==> src/rtl/board_pkg.sv <==
package board_pkg;

    // wishbone classic request, master side
    typedef struct packed {
        logic        cyc;
        logic        stb;
        logic        we;
        logic [31:0] adr;
        logic [31:0] dat;
    } wb_req_t;

    // wishbone classic response, slave side
    typedef struct packed {
        logic [31:0] dat;
        logic        ack;
    } wb_rsp_t;

    // regions seen by the address decoder
    typedef enum logic [2:0] {
        region_rom,
        region_ram,
        region_key,
        region_uart,
        region_none
    } region_e;

    // boot image, writes are acked and dropped
    localparam logic [31:0] rom_base = 32'h0000_0000;
    localparam logic [31:0] rom_size = 32'h0000_1000;

    // writable ram right after the boot image
    localparam logic [31:0] ram_base = 32'h0000_1000;
    localparam logic [31:0] ram_size = 32'h0000_2000;

    // keyboard registers
    localparam logic [31:0] key_data_addr = 32'h0000_3000;
    localparam logic [31:0] key_stat_addr = 32'h0000_3004;

    // uart registers
    localparam logic [31:0] uart_data_addr = 32'h0000_3010;
    localparam logic [31:0] uart_stat_addr = 32'h0000_3014;

    // ps2 receiver, done waits for the stop bit
    typedef enum logic [1:0] {
        ps2_idle,
        ps2_data,
        ps2_parity,
        ps2_done
    } ps2_state_e;

    // uart transmitter, start bit goes out with the data bits
    typedef enum logic [1:0] {
        uart_idle,
        uart_data,
        uart_stop,
        uart_done
    } uart_state_e;

endpackage
==> src/rtl/bus_arbiter.sv <==
`timescale 1ns/10ps

module bus_arbiter import board_pkg::*; (
    input  logic    CLOCK_50,
    input  logic    KEY0,
    input  wb_req_t fetch_req,
    input  wb_req_t data_req,
    output wb_rsp_t fetch_rsp,
    output wb_rsp_t data_rsp,
    output wb_req_t bus_req,
    input  wb_rsp_t bus_rsp
);

    // bus currently granted
    logic owned;
    // granted master, 0 fetch and 1 data
    logic owner;
    // last master that won, loses the next tie
    logic last_win;
    logic owner_cyc;
    logic bus_free;
    logic winner;
    logic any_cyc;

    assign owner_cyc = owner ? data_req.cyc : fetch_req.cyc;

    // owner dropping cyc frees the bus in that same cycle
    assign bus_free = !owned || !owner_cyc;
    assign any_cyc = fetch_req.cyc || data_req.cyc;

    // round robin on a tie, otherwise whoever asks
    assign winner = (fetch_req.cyc && data_req.cyc) ? ~last_win : data_req.cyc;

    always_ff @(posedge CLOCK_50 or negedge KEY0) begin
        if (!KEY0) begin
            owned    <= 1'b0;
            owner    <= 1'b0;
            last_win <= 1'b0;
        end else if (bus_free) begin
            owned <= any_cyc;
            if (any_cyc) begin
                owner    <= winner;
                last_win <= winner;
            end
        end
    end

    // forward the owner only, idle bus otherwise
    always_comb begin
        if (!owned) begin
            bus_req = '0;
        end else if (owner) begin
            bus_req = data_req;
        end else begin
            bus_req = fetch_req;
        end
    end

    // read data fans out, ack goes to the owner only
    always_comb begin
        fetch_rsp     = bus_rsp;
        data_rsp      = bus_rsp;
        fetch_rsp.ack = bus_rsp.ack && owned && !owner;
        data_rsp.ack  = bus_rsp.ack && owned && owner;
    end

endmodule

==> config.mk <==
export PLATFORM = sky130hd
export DESIGN_NAME = bus_arbiter
export DESIGN_NICKNAME = d
export VERILOG_FILES = /design/src/rtl/board_pkg.sv /design/src/rtl/bus_arbiter.sv
export SDC_FILE = /design/constraint.sdc
export NUM_CORES = 1
export LEC_CHECK = 0
export BUFFER_PORTS_ARGS = -buffer_cell sky130_fd_sc_hd__buf_4
export CORE_AREA = 2 2 116 118
export DETAILED_ROUTE_END_ITERATION = 10
export DIE_AREA = 0 0 118 120
export GPL_TIMING_DRIVEN = 0
export HOLD_SLACK_MARGIN = 0.1
export MAX_ROUTING_LAYER = met4
export RECOVER_POWER = 100
export SYNTH_ARGS = -nofsm -noshare
export SYNTH_HDL_FRONTEND = slang
export SYNTH_SLANG_ARGS = --single-unit
export TNS_END_PERCENT = 10
==> constraint.sdc <==
create_clock -name CLOCK_50 -period 1.3 [get_ports CLOCK_50]
set_input_delay 0.195 -clock CLOCK_50 [delete_from_list [all_inputs] [get_ports CLOCK_50]]
set_output_delay 0.195 -clock CLOCK_50 [all_outputs]
set_load 0.01 [all_outputs]
==> results of run 1 <==
-- sequential cells by signal, summed over array words and instances, names as in the netlist --
name / count
last_win: 1
owned: 1
-- worst min path at each step --
stage / to / slack, ns / depth (start not counted)
3_5_place_dp: last_win / -0.02 / 1
2_1_floorplan: last_win / -0.10 / 0
5_1_grt: owned / 0.21 / 2
6_report: owned / 0.20 / 2
4_1_cts: owned / 0.20 / 2
3_3_place_gp: owned / -0.02 / 1
-- cell type report --
type                    instances  area share
flip-flops and latches          2      0.0128
plain buffers                  79       0.167
repair buffers                271       0.450
well taps                     176      0.0548
multi-input cells             141       0.296
clock buffers                   3      0.0187
-- power by group --
| part | total [uW] | switching, uW | internal (uW) |
|---|---|---|---|
| combinational | 1880 | 751 | 1130 |
| clock | 455 | 64.2 | 391 |
| sequential | 77.6 | 8.93 | 68.7 |
| total | 2410 | 824 | 1590 |
-- cell usage in the layout, fill, tap and decap left out, types with 2 or more instances in the layout --
cell / instances
mux2i_1: 61
buf_4: 266
buf_8: 3
buf_2: 2
buf_12: 5
clkbuf_1: 66
clkbuf_2: 3
buf_6: 3
mux2i_4: 3
mux2i_2: 3
nor2b_1: 67
clkbuf_16: 4
-- metrics by stage --
stage          setup TNS (ns)  utilization  hold slack (ns)
2_1_floorplan               0            -           -0.101
3_3_place_gp            -6.49        0.313          -0.0216
3_5_place_dp            -8.00        0.313          -0.0184
4_1_cts                -14.54        0.324            0.198
5_1_grt                -18.18        0.310            0.210
6_report               -13.87        0.310            0.203
-- kinds of logic (layout without fill, tap and decap cells) --
family                 after synthesis  after routing  share of synthesized area
buffers and inverters               79            353                      0.348
AND/OR/NAND/NOR                     71             71                      0.241
multiplexers                        67             67                      0.368
AO/OA/AOI/OAI                        3              3                     0.0151
flip-flops                           2              2                     0.0275
-- layer usage --
metal / GRT usage / vias up / wire length (um)
li1: - / 1212 / -
met3: 0.0233 / 4 / 767
met1: 0.109 / 1041 / 3040
met2: 0.220 / 170 / 4650
met5: - / - / 0
met4: 0.0158 / 0 / 44
-- what timing repair did --
action	in CTS	in global routing
gates resized for setup	17	10
gates cloned	0	1
hold endpoints to repair	2	0
hold buffers	1	0
endpoints found under the setup margin	69	69
pin swaps	1	0
-- worst reg2reg max path, stage by stage (launching register included) --
cell	delay [ns]
dfrtp_1	0.36
buf_12	0.17
buf_12	0.15
o21ai_2	0.05
a22o_1	0.23
==> impl_metrics.py, run 1 <==
metrics = {
    "critical_path": {
        "critPathCaptureType": "output port",
        "cp-endpoint": "bus_req[50]",
        "slowest_stage": "dfrtp_1",
        "path_cells": "buf_12, buf_12, mux2i_2, nor2b_1, buf_4",
        "cpMostUsedCell": "buf_12",
        "critPathMaxFanout": 10,
        "max_stage_delay_ns": 0.36,
        "critPathKind": "reg -> out",
        "r2r-end": "last_win",
        "crit_start": "last_win",
        "crit_family": "buffers and inverters",
        "cp.arrival_ns": 1.36,
        "crit_cells": 5,
        "path_buf_inv": 3,
        "crit_path_start_kind": "flip-flop",
        "r2r-start": "last_win",
        "critPathRequiredTime_ns": 1.11,
        "worst_r2r_path_depth": 4,
        "ff2ff_setup_slack_ns": 0.22,
    },
    "place": {
        "post-place-ws_ns": -0.219,
        "dpl-instance-area_um2": 4060,
        "placedCellCount": 667,
        "place_congestion": 0.770,
        "io_buffer_count": 269,
        "dp_hpwl_um": 7510,
    },
    "floorplanning": {
        "die_area_um2": 14200,
        "die_x_um": 118,
        "coreArea_um2": 13000,
        "io_pins": 302,
        "rows": 42,
        "die_y_um": 120,
        "start_util": 0.140,
    },
    "clocking": {
        "root_buffer": "clkbuf_16",
        "cts_tree": "yes",
        "cts_sinks": 2,
        "clk_latency_ns": 0.22,
        "cts_made_buffers": 3,
        "htree_num_levels": 1,
        "cts_buffer_depth": 2,
        "clk_pin_slew_ns": 0.03,
        "postCtsSetupBuffers": 0,
    },
    "synthesis": {
        "synthesis.instances": 222,
        "syn_area_per_cell_um2": 8.20,
        "synth_nets": 391,
        "yosys_most_used_dff": "dfrtp_1",
        "yosys.cell_types.count": 16,
        "syn_area_um2": 1820,
        "yosysSeqAreaShare": 0.0275,
        "synth_edf_count": 0,
        "yosysTopAreaCell": "mux2i_1",
        "yosys-top-cells-count": "mux2i_1, nor2b_1, buf_4",
        "yosys_warnings": 0,
        "synth_top_area_frac": 0.368,
        "async_reset_ff_frac": 1.00,
        "ys_ff_latch": 2,
        "synth_area_leaders": "mux2i_1, buf_4, nor2b_1, buf_8, dfrtp_1",
    },
    "grt": {
        "overflow": 0,
        "grt_first_pass_wirelength_um": 12200,
        "grt_max_degree": 11,
        "grt_use_total": 0.109,
        "antenna_found_initial": 0,
        "grt_pass1_vias": 2454,
    },
    "sta": {
        "worst_clock_skew_ns": 0.000674,
        "max_slew_margin": 0.850,
        "post-route-min-period_ns": 1.55,
        "hold_viol": 0,
        "worst_pin_slew_ns": 0.225,
        "min_period_over_period": 1.20,
        "finalWorstSetupSlack_ns": -0.254,
        "fmax_mhz": 644,
        "rsz0062_at_grt": "yes",
        "slew_violations": 0,
        "setup_viol_count_final": 69,
    },
    "routing": {
        "drtIter0Drc": 25,
        "drc": 0,
        "drt_first_pass_iters": 4,
        "vias": 2427,
        "wirelength_um": 8510,
        "wl_per_cell_um": 12.7,
        "ant_nets": 0,
        "vias_per_cell": 3.61,
    },
    "cells_and_area": {
        "nFillCells": 1386,
        "multi_input_area_um2": 1190,
        "areaGrowthSynthToFinish_pct": 121,
        "final_nets": 667,
        "final_area_um2": 4020,
        "stdcell_count": 672,
        "drive_gt1_frac": 0.599,
        "n_antenna_cell": 0,
        "regArea_um2": 51.3,
    },
    "pwr": {
        "leakage_uw": 0.00213,
        "power.total_uw": 2410,
        "ir_worst_vdd_mv": 0.330,
        "power_density_nw_per_um2": 600,
    },
    "flow_run": {
        "max_cap_viol_count": 0,
    },
    "run_status": {
        "violations": "setup timing",
        "status": "finished, violations left",
    },
    "hold_path": {
        "min_path_type": "in -> reg",
        "hold_start": "data_req[66]",
    },
}
(Power assumes the default switching activity.)
==> run 2, diff against run 1 <==
--- a/config.mk
+++ b/config.mk
@@ -6,7 +6,7 @@
 export NUM_CORES = 1
 export LEC_CHECK = 0
 export BUFFER_PORTS_ARGS = -buffer_cell sky130_fd_sc_hd__buf_4
-export CORE_AREA = 2 2 116 118
+export CORE_AREA = 5 5 113 115
 export DETAILED_ROUTE_END_ITERATION = 10
 export DIE_AREA = 0 0 118 120
 export GPL_TIMING_DRIVEN = 0
==> run 2 against run 1 <==
  * The run still ends with setup timing left
  * Die area did not move
  * Core utilization grew 2.5 points
  * Setup slack better by 0.013 ns
  * Non-clock buffer count is the same
  * Critical path type unchanged
  * Largest power group unchanged
==> impl_metrics.py, run 2 (synthesis gave the netlist of run 1 again) <==
metrics = {
    "floorplanning": {
        "start_util": 0.155,
        "die_y_um": 120,
        "rows": 40,
        "io_pins": 302,
        "die_area_um2": 14200,
        "die_x_um": 118,
        "coreArea_um2": 11700,
    },
    "grt": {
        "grt_max_degree": 11,
        "grt_first_pass_wirelength_um": 13300,
        "overflow": 0,
        "grt_pass1_vias": 2594,
        "grt_use_total": 0.115,
        "antenna_found_initial": 0,
    },
    "routing": {
        "drt_first_pass_iters": 4,
        "drtIter0Drc": 43,
        "vias": 2423,
        "wl_per_cell_um": 13.7,
        "vias_per_cell": 3.77,
        "wirelength_um": 8840,
        "ant_nets": 0,
        "drc": 0,
    },
    "sta": {
        "worst_pin_slew_ns": 0.214,
        "fmax_mhz": 649,
        "setup_viol_count_final": 69,
        "hold_viol": 0,
        "max_slew_margin": 0.857,
        "whs_ns": 0.202,
        "rsz0062_at_grt": "yes",
        "worst_clock_skew_ns": 0.000606,
        "slew_violations": 0,
        "tns_ns": -13.16,
        "post-route-min-period_ns": 1.54,
        "finalWorstSetupSlack_ns": -0.241,
        "min_period_over_period": 1.19,
    },
    "cells_and_area": {
        "n_antenna_cell": 0,
        "final_area_um2": 3920,
        "drive_gt1_frac": 0.589,
        "final_nets": 667,
        "mostFrequentLayoutCells": "buf_4, nor2b_1, clkbuf_1",
        "top_regs": "last_win x1, owned x1",
        "final_common_cell": "buf_4",
        "areaGrowthSynthToFinish_pct": 116,
        "stdcell_count": 643,
    },
    "place": {
        "io_buffer_count": 269,
        "dp_hpwl_um": 8000,
        "place_congestion": 0.815,
        "dpl-instance-area_um2": 4020,
        "placedCellCount": 638,
    },
    "critical_path": {
        "worst_r2r_path_depth": 3,
        "crit_path_start_kind": "flip-flop",
        "critPathMaxFanout": 10,
        "critPathRequiredTime_ns": 1.11,
        "critPathCaptureType": "output port",
        "cp.arrival_ns": 1.35,
        "critPathKind": "reg -> out",
    },
    "clocking": {
        "clk_latency_ns": 0.22,
        "cts_made_buffers": 3,
        "htree_num_levels": 1,
        "clk_pin_slew_ns": 0.03,
        "cts_tree": "yes",
        "cts_sinks": 2,
        "cts_buffer_depth": 2,
        "root_buffer": "clkbuf_16",
    },
    "pwr": {
        "power.total_uw": 2360,
        "leakage_uw": 0.00213,
        "ir_worst_vdd_mv": 0.386,
        "power_density_nw_per_um2": 600,
    },
    "run_status": {
        "violations": "setup timing",
        "status": "finished, violations left",
    },
    "flow_run": {
        "max_cap_viol_count": 0,
    },
    "hold_path": {
        "min_path_type": "in -> reg",
        "holdPathStages": 2,
    },
}
==> run 2: changes by cell type in the layout (fill, tap and decap cells not counted), moves of 2 or more <==
| cell | previous run | this run |
|---|---|---|
| clkbuf_2 | 3 | 5 |
| mux2i_1 | 61 | 65 |
| mux2i_4 | 3 | 0 |
| buf_6 | 3 | 1 |
==> run 2: timing repair <==
item | CTS | global route
endpoints found under the hold margin | 2 | 0
buffers inserted | 1 | 0
hold buffers | 1 | 0
setup endpoints to repair | 69 | 69
gates resized for setup | 13 | 5
cloned | 0 | 0
==> run 2: power breakdown <==
| part | internal, uW | switching [uW] | leakage, uW | total [uW] |
|---|---|---|---|---|
| clock network | 391 | 64.3 | 0.0000370 | 455 |
| registers | 68.7 | 8.72 | 0.0000210 | 77.4 |
| logic | 1100 | 726 | 0.00207 | 1820 |
| total | 1560 | 799 | 0.00213 | 2360 |
==> run 2: final timing paths <==
check                                   from     endpoint  slack [ns]
worst max-delay path                last_win  bus_req[25]       -0.24
worst min-delay path            data_req[66]        owned        0.20
worst max register to register         owned     last_win        0.16
worst min register to register         owned     last_win        0.78
max in group asynchronous               KEY0        owned        0.81
min in group asynchronous               KEY0        owned        0.33
==> run 2: final cells by class <==
cell class	count	area, um^2
buffer	79	676
tap	147	184
multi-input combinational	141	1140
clock buffer	3	75.1
fill	1285	7790
sequential	2	51.3
timing repair buffer	271	1790
==> run 2: metrics by stage <==
step | utilization | setup WS (ns)
after global routing | 0.335 | -0.301
final | 0.335 | -0.241
after CTS | 0.355 | -0.263
after detailed placement | 0.344 | -0.177
after floorplan | - | 0.153
after global placement | 0.344 | -0.226
==> run 2: critical path, cell delays in order (launching register included) <==
cell and delay, ns:
dfrtp_1 0.38, buf_12 0.17, buf_12 0.15, mux2i_1 0.12, nor2b_1 0.16, buf_4 0.15
==> run 2: per-layer routing <==
metal  vias to the layer above  track usage  routed length (um)
li1                       1212            -                   -
met1                      1046        0.116                2980
met3                         8       0.0382                 995
met2                       157        0.220                4790
met4                         0       0.0194                  70
met5                         -            -                   0
==> run 3, diff against run 2 <==
--- a/config.mk
+++ b/config.mk
@@ -6,7 +6,7 @@
 export NUM_CORES = 1
 export LEC_CHECK = 0
 export BUFFER_PORTS_ARGS = -buffer_cell sky130_fd_sc_hd__buf_4
-export CORE_AREA = 5 5 113 115
+export CORE_AREA = 2 2 116 118
 export DETAILED_ROUTE_END_ITERATION = 10
 export DIE_AREA = 0 0 118 120
 export GPL_TIMING_DRIVEN = 0
==> constraint.sdc (replaced) <==
create_clock -name CLOCK_50 -period 1.66 [get_ports CLOCK_50]
set_input_delay 0.249 -clock CLOCK_50 [delete_from_list [all_inputs] [get_ports CLOCK_50]]
set_output_delay 0.249 -clock CLOCK_50 [all_outputs]
set_load 0.01 [all_outputs]
==> run 3 against run 2 <==
  * The flow now finishes without violations
  * Worst hold slack better by 0.055 ns
  * Sequential share of layout area about the same
  * Clock-buffer cell count unchanged
  * Sequential power shrank 22%
  * Wire length shrank 5.3%
  * Setup slack better by 0.27 ns
  * Global-route usage is 0.68 points lower
  * Combinational power is 21% lower
  * First-iteration DRC count shrank 58%
  * Core utilization shrank 3.1 points
  * Cell count is 4.4% higher
  * Final area rose by 0.64%
  * Largest power group unchanged
==> impl_metrics.py, run 3 (synthesis gave the netlist of run 1 again) <==
metrics = {
    "run_status": {
        "status": "finished, final reports clean",
    },
    "critical_path": {
        "r2r-end": "last_win",
        "r2r-start": "owned",
        "cp.arrival_ns": 1.38,
        "path_cells": "buf_12, buf_12, mux2i_4, nor2b_1, buf_4",
        "slowest_stage": "dfrtp_1",
        "cp-endpoint": "bus_req[47]",
        "critPathMaxFanout": 10,
        "max_stage_delay_ns": 0.36,
        "path_buf_inv": 3,
        "critPathCaptureType": "output port",
        "crit_path_start_kind": "flip-flop",
        "worst_r2r_path_depth": 3,
        "critPathKind": "reg -> out",
        "crit_family": "buffers and inverters",
        "critPathRequiredTime_ns": 1.41,
        "ff2ff_setup_slack_ns": 0.53,
        "crit_cells": 5,
        "cpMostUsedCell": "buf_12",
        "crit_start": "last_win",
    },
    "routing": {
        "wirelength_um": 8370,
        "ant_nets": 0,
        "vias_per_cell": 3.61,
        "drc": 0,
        "wl_per_cell_um": 12.5,
        "vias": 2419,
        "drt_first_pass_iters": 4,
        "drtIter0Drc": 18,
    },
    "sta": {
        "worst_clock_skew_ns": 0.000672,
        "rsz0062_at_grt": "yes",
        "fmax_mhz": 615,
        "setup_viol_count_final": 0,
        "post-route-min-period_ns": 1.63,
        "hold_viol": 0,
        "max_slew_margin": 0.810,
        "min_period_over_period": 0.980,
        "tns_ns": 0,
        "slew_violations": 0,
        "worst_pin_slew_ns": 0.285,
    },
    "floorplanning": {
        "rows": 42,
        "io_pins": 302,
        "start_util": 0.140,
        "die_area_um2": 14200,
        "die_y_um": 120,
        "coreArea_um2": 13000,
        "die_x_um": 118,
    },
    "grt": {
        "grt.met2_usage": 0.218,
        "use_met3": 0.0233,
        "overflow": 0,
        "grt_max_degree": 11,
        "grt_first_pass_wirelength_um": 12200,
        "grt_pass1_vias": 2436,
        "busiest_layer": "met2",
        "antenna_found_initial": 0,
        "grt_use_total": 0.109,
        "gr-usage-met1": 0.109,
    },
    "pwr": {
        "pwr-share-clk": 0.193,
        "leakage_uw": 0.00211,
        "p_switching_uw": 635,
        "p_int_uw": 1210,
        "seq_power_share": 0.033,
        "ir_worst_vdd_mv": 0.259,
        "power_density_nw_per_um2": 468,
        "comb_power_share": 0.774,
        "switching_share": 0.344,
    },
    "cells_and_area": {
        "final_nets": 666,
        "drive_gt1_frac": 0.588,
        "areaGrowthSynthToFinish_pct": 117,
        "top_regs": "last_win x1, owned x1",
        "final_area_um2": 3950,
        "n_antenna_cell": 0,
        "mostFrequentLayoutCells": "buf_4, clkbuf_1, nor2b_1",
        "final_common_cell": "buf_4",
    },
    "hold_path": {
        "min_path_type": "in -> reg",
    },
    "place": {
        "dpl-instance-area_um2": 4060,
        "io_buffer_count": 269,
        "place_congestion": 0.770,
        "dp_hpwl_um": 7510,
    },
    "flow_run": {
        "max_cap_viol_count": 0,
    },
    "clocking": {
        "cts_sinks": 2,
        "root_buffer": "clkbuf_16",
        "clk_latency_ns": 0.22,
        "cts_made_buffers": 3,
        "cts_tree": "yes",
        "cts_buffer_depth": 2,
        "htree_num_levels": 1,
        "clk_pin_slew_ns": 0.03,
    },
}
## run 3: cell types whose count changed in the layout (fill, tap and decap cells not counted)
cell,delta
mux2i_4,+2
buf_12,-2
buf_4,-1
buf_6,-1
buf_8,+1
mux2i_1,-2
clkbuf_1,+2
## run 3: worst min path at each step
stage               cells after the start    startpoint       end  slack (ns)
finish                                  2  data_req[66]     owned        0.26
global route                            2  data_req[66]     owned        0.26
CTS                                     2  data_req[66]     owned        0.25
detailed placement                      1          KEY0  last_win        0.04
global placement                        1          KEY0     owned        0.03
floorplan                               0          KEY0  last_win       -0.05
## run 3: power by group through the flow
stage / clock network, uW / logic (uW) / registers (uW)
floorplan: 0 / 737 / 57.0
global placement: 0 / 1470 / 59.8
detailed placement: 0 / 1480 / 60.1
CTS: 364 / 1510 / 61.1
global route: 371 / 1530 / 61.4
finish: 356 / 1430 / 60.4
## run 3: layout make-up
| class | instances | area (um^2) |
|---|---|---|
| tap | 176 | 220 |
| buffer | 79 | 654 |
| fill | 1392 | 9030 |
| sequential | 2 | 51.3 |
| clock buffer | 3 | 75.1 |
| timing repair buffer | 270 | 1780 |
| multi-input combinational | 141 | 1170 |
## run 3: timing repair
item,4_1_cts,5_1_grt
pin swaps,0,0
setup buffers,0,0
setup endpoints to repair,50,17
endpoints found under the hold margin,2,0
gates resized for setup,10,6
hold buffers,1,0
## run 3: through the flow
stage / setup WS (ns) / power (uW) / utilization / hold WS [ns] / instances
after global routing: -0.0147 / 1960 / 0.304 / 0.264 / 671
after floorplan: 0.459 / 794 / - / -0.0466 / 222
final: 0.0337 / 1850 / 0.304 / 0.258 / 671
after global placement: 0.114 / 1530 / 0.313 / 0.0324 / 667
after CTS: -0.00455 / 1940 / 0.322 / 0.252 / 671
after detailed placement: 0.0872 / 1540 / 0.313 / 0.0356 / 667
## run 3: per-layer routing
metal | share of wire | vias to the layer above | routed length [um]
met3 | 0.092 | 4 | 771
met4 | 0.0053 | 0 | 44
met2 | 0.54 | 170 | 4550
met1 | 0.36 | 1033 | 3000
met5 | 0 | - | 0
li1 | - | 1212 | -
## run 3: worst reg2reg max path, cell delays in order (launching register included)
cell      delay (ns)
dfrtp_2         0.47
clkbuf_2        0.23
o21ai_2         0.08
a22o_1          0.23
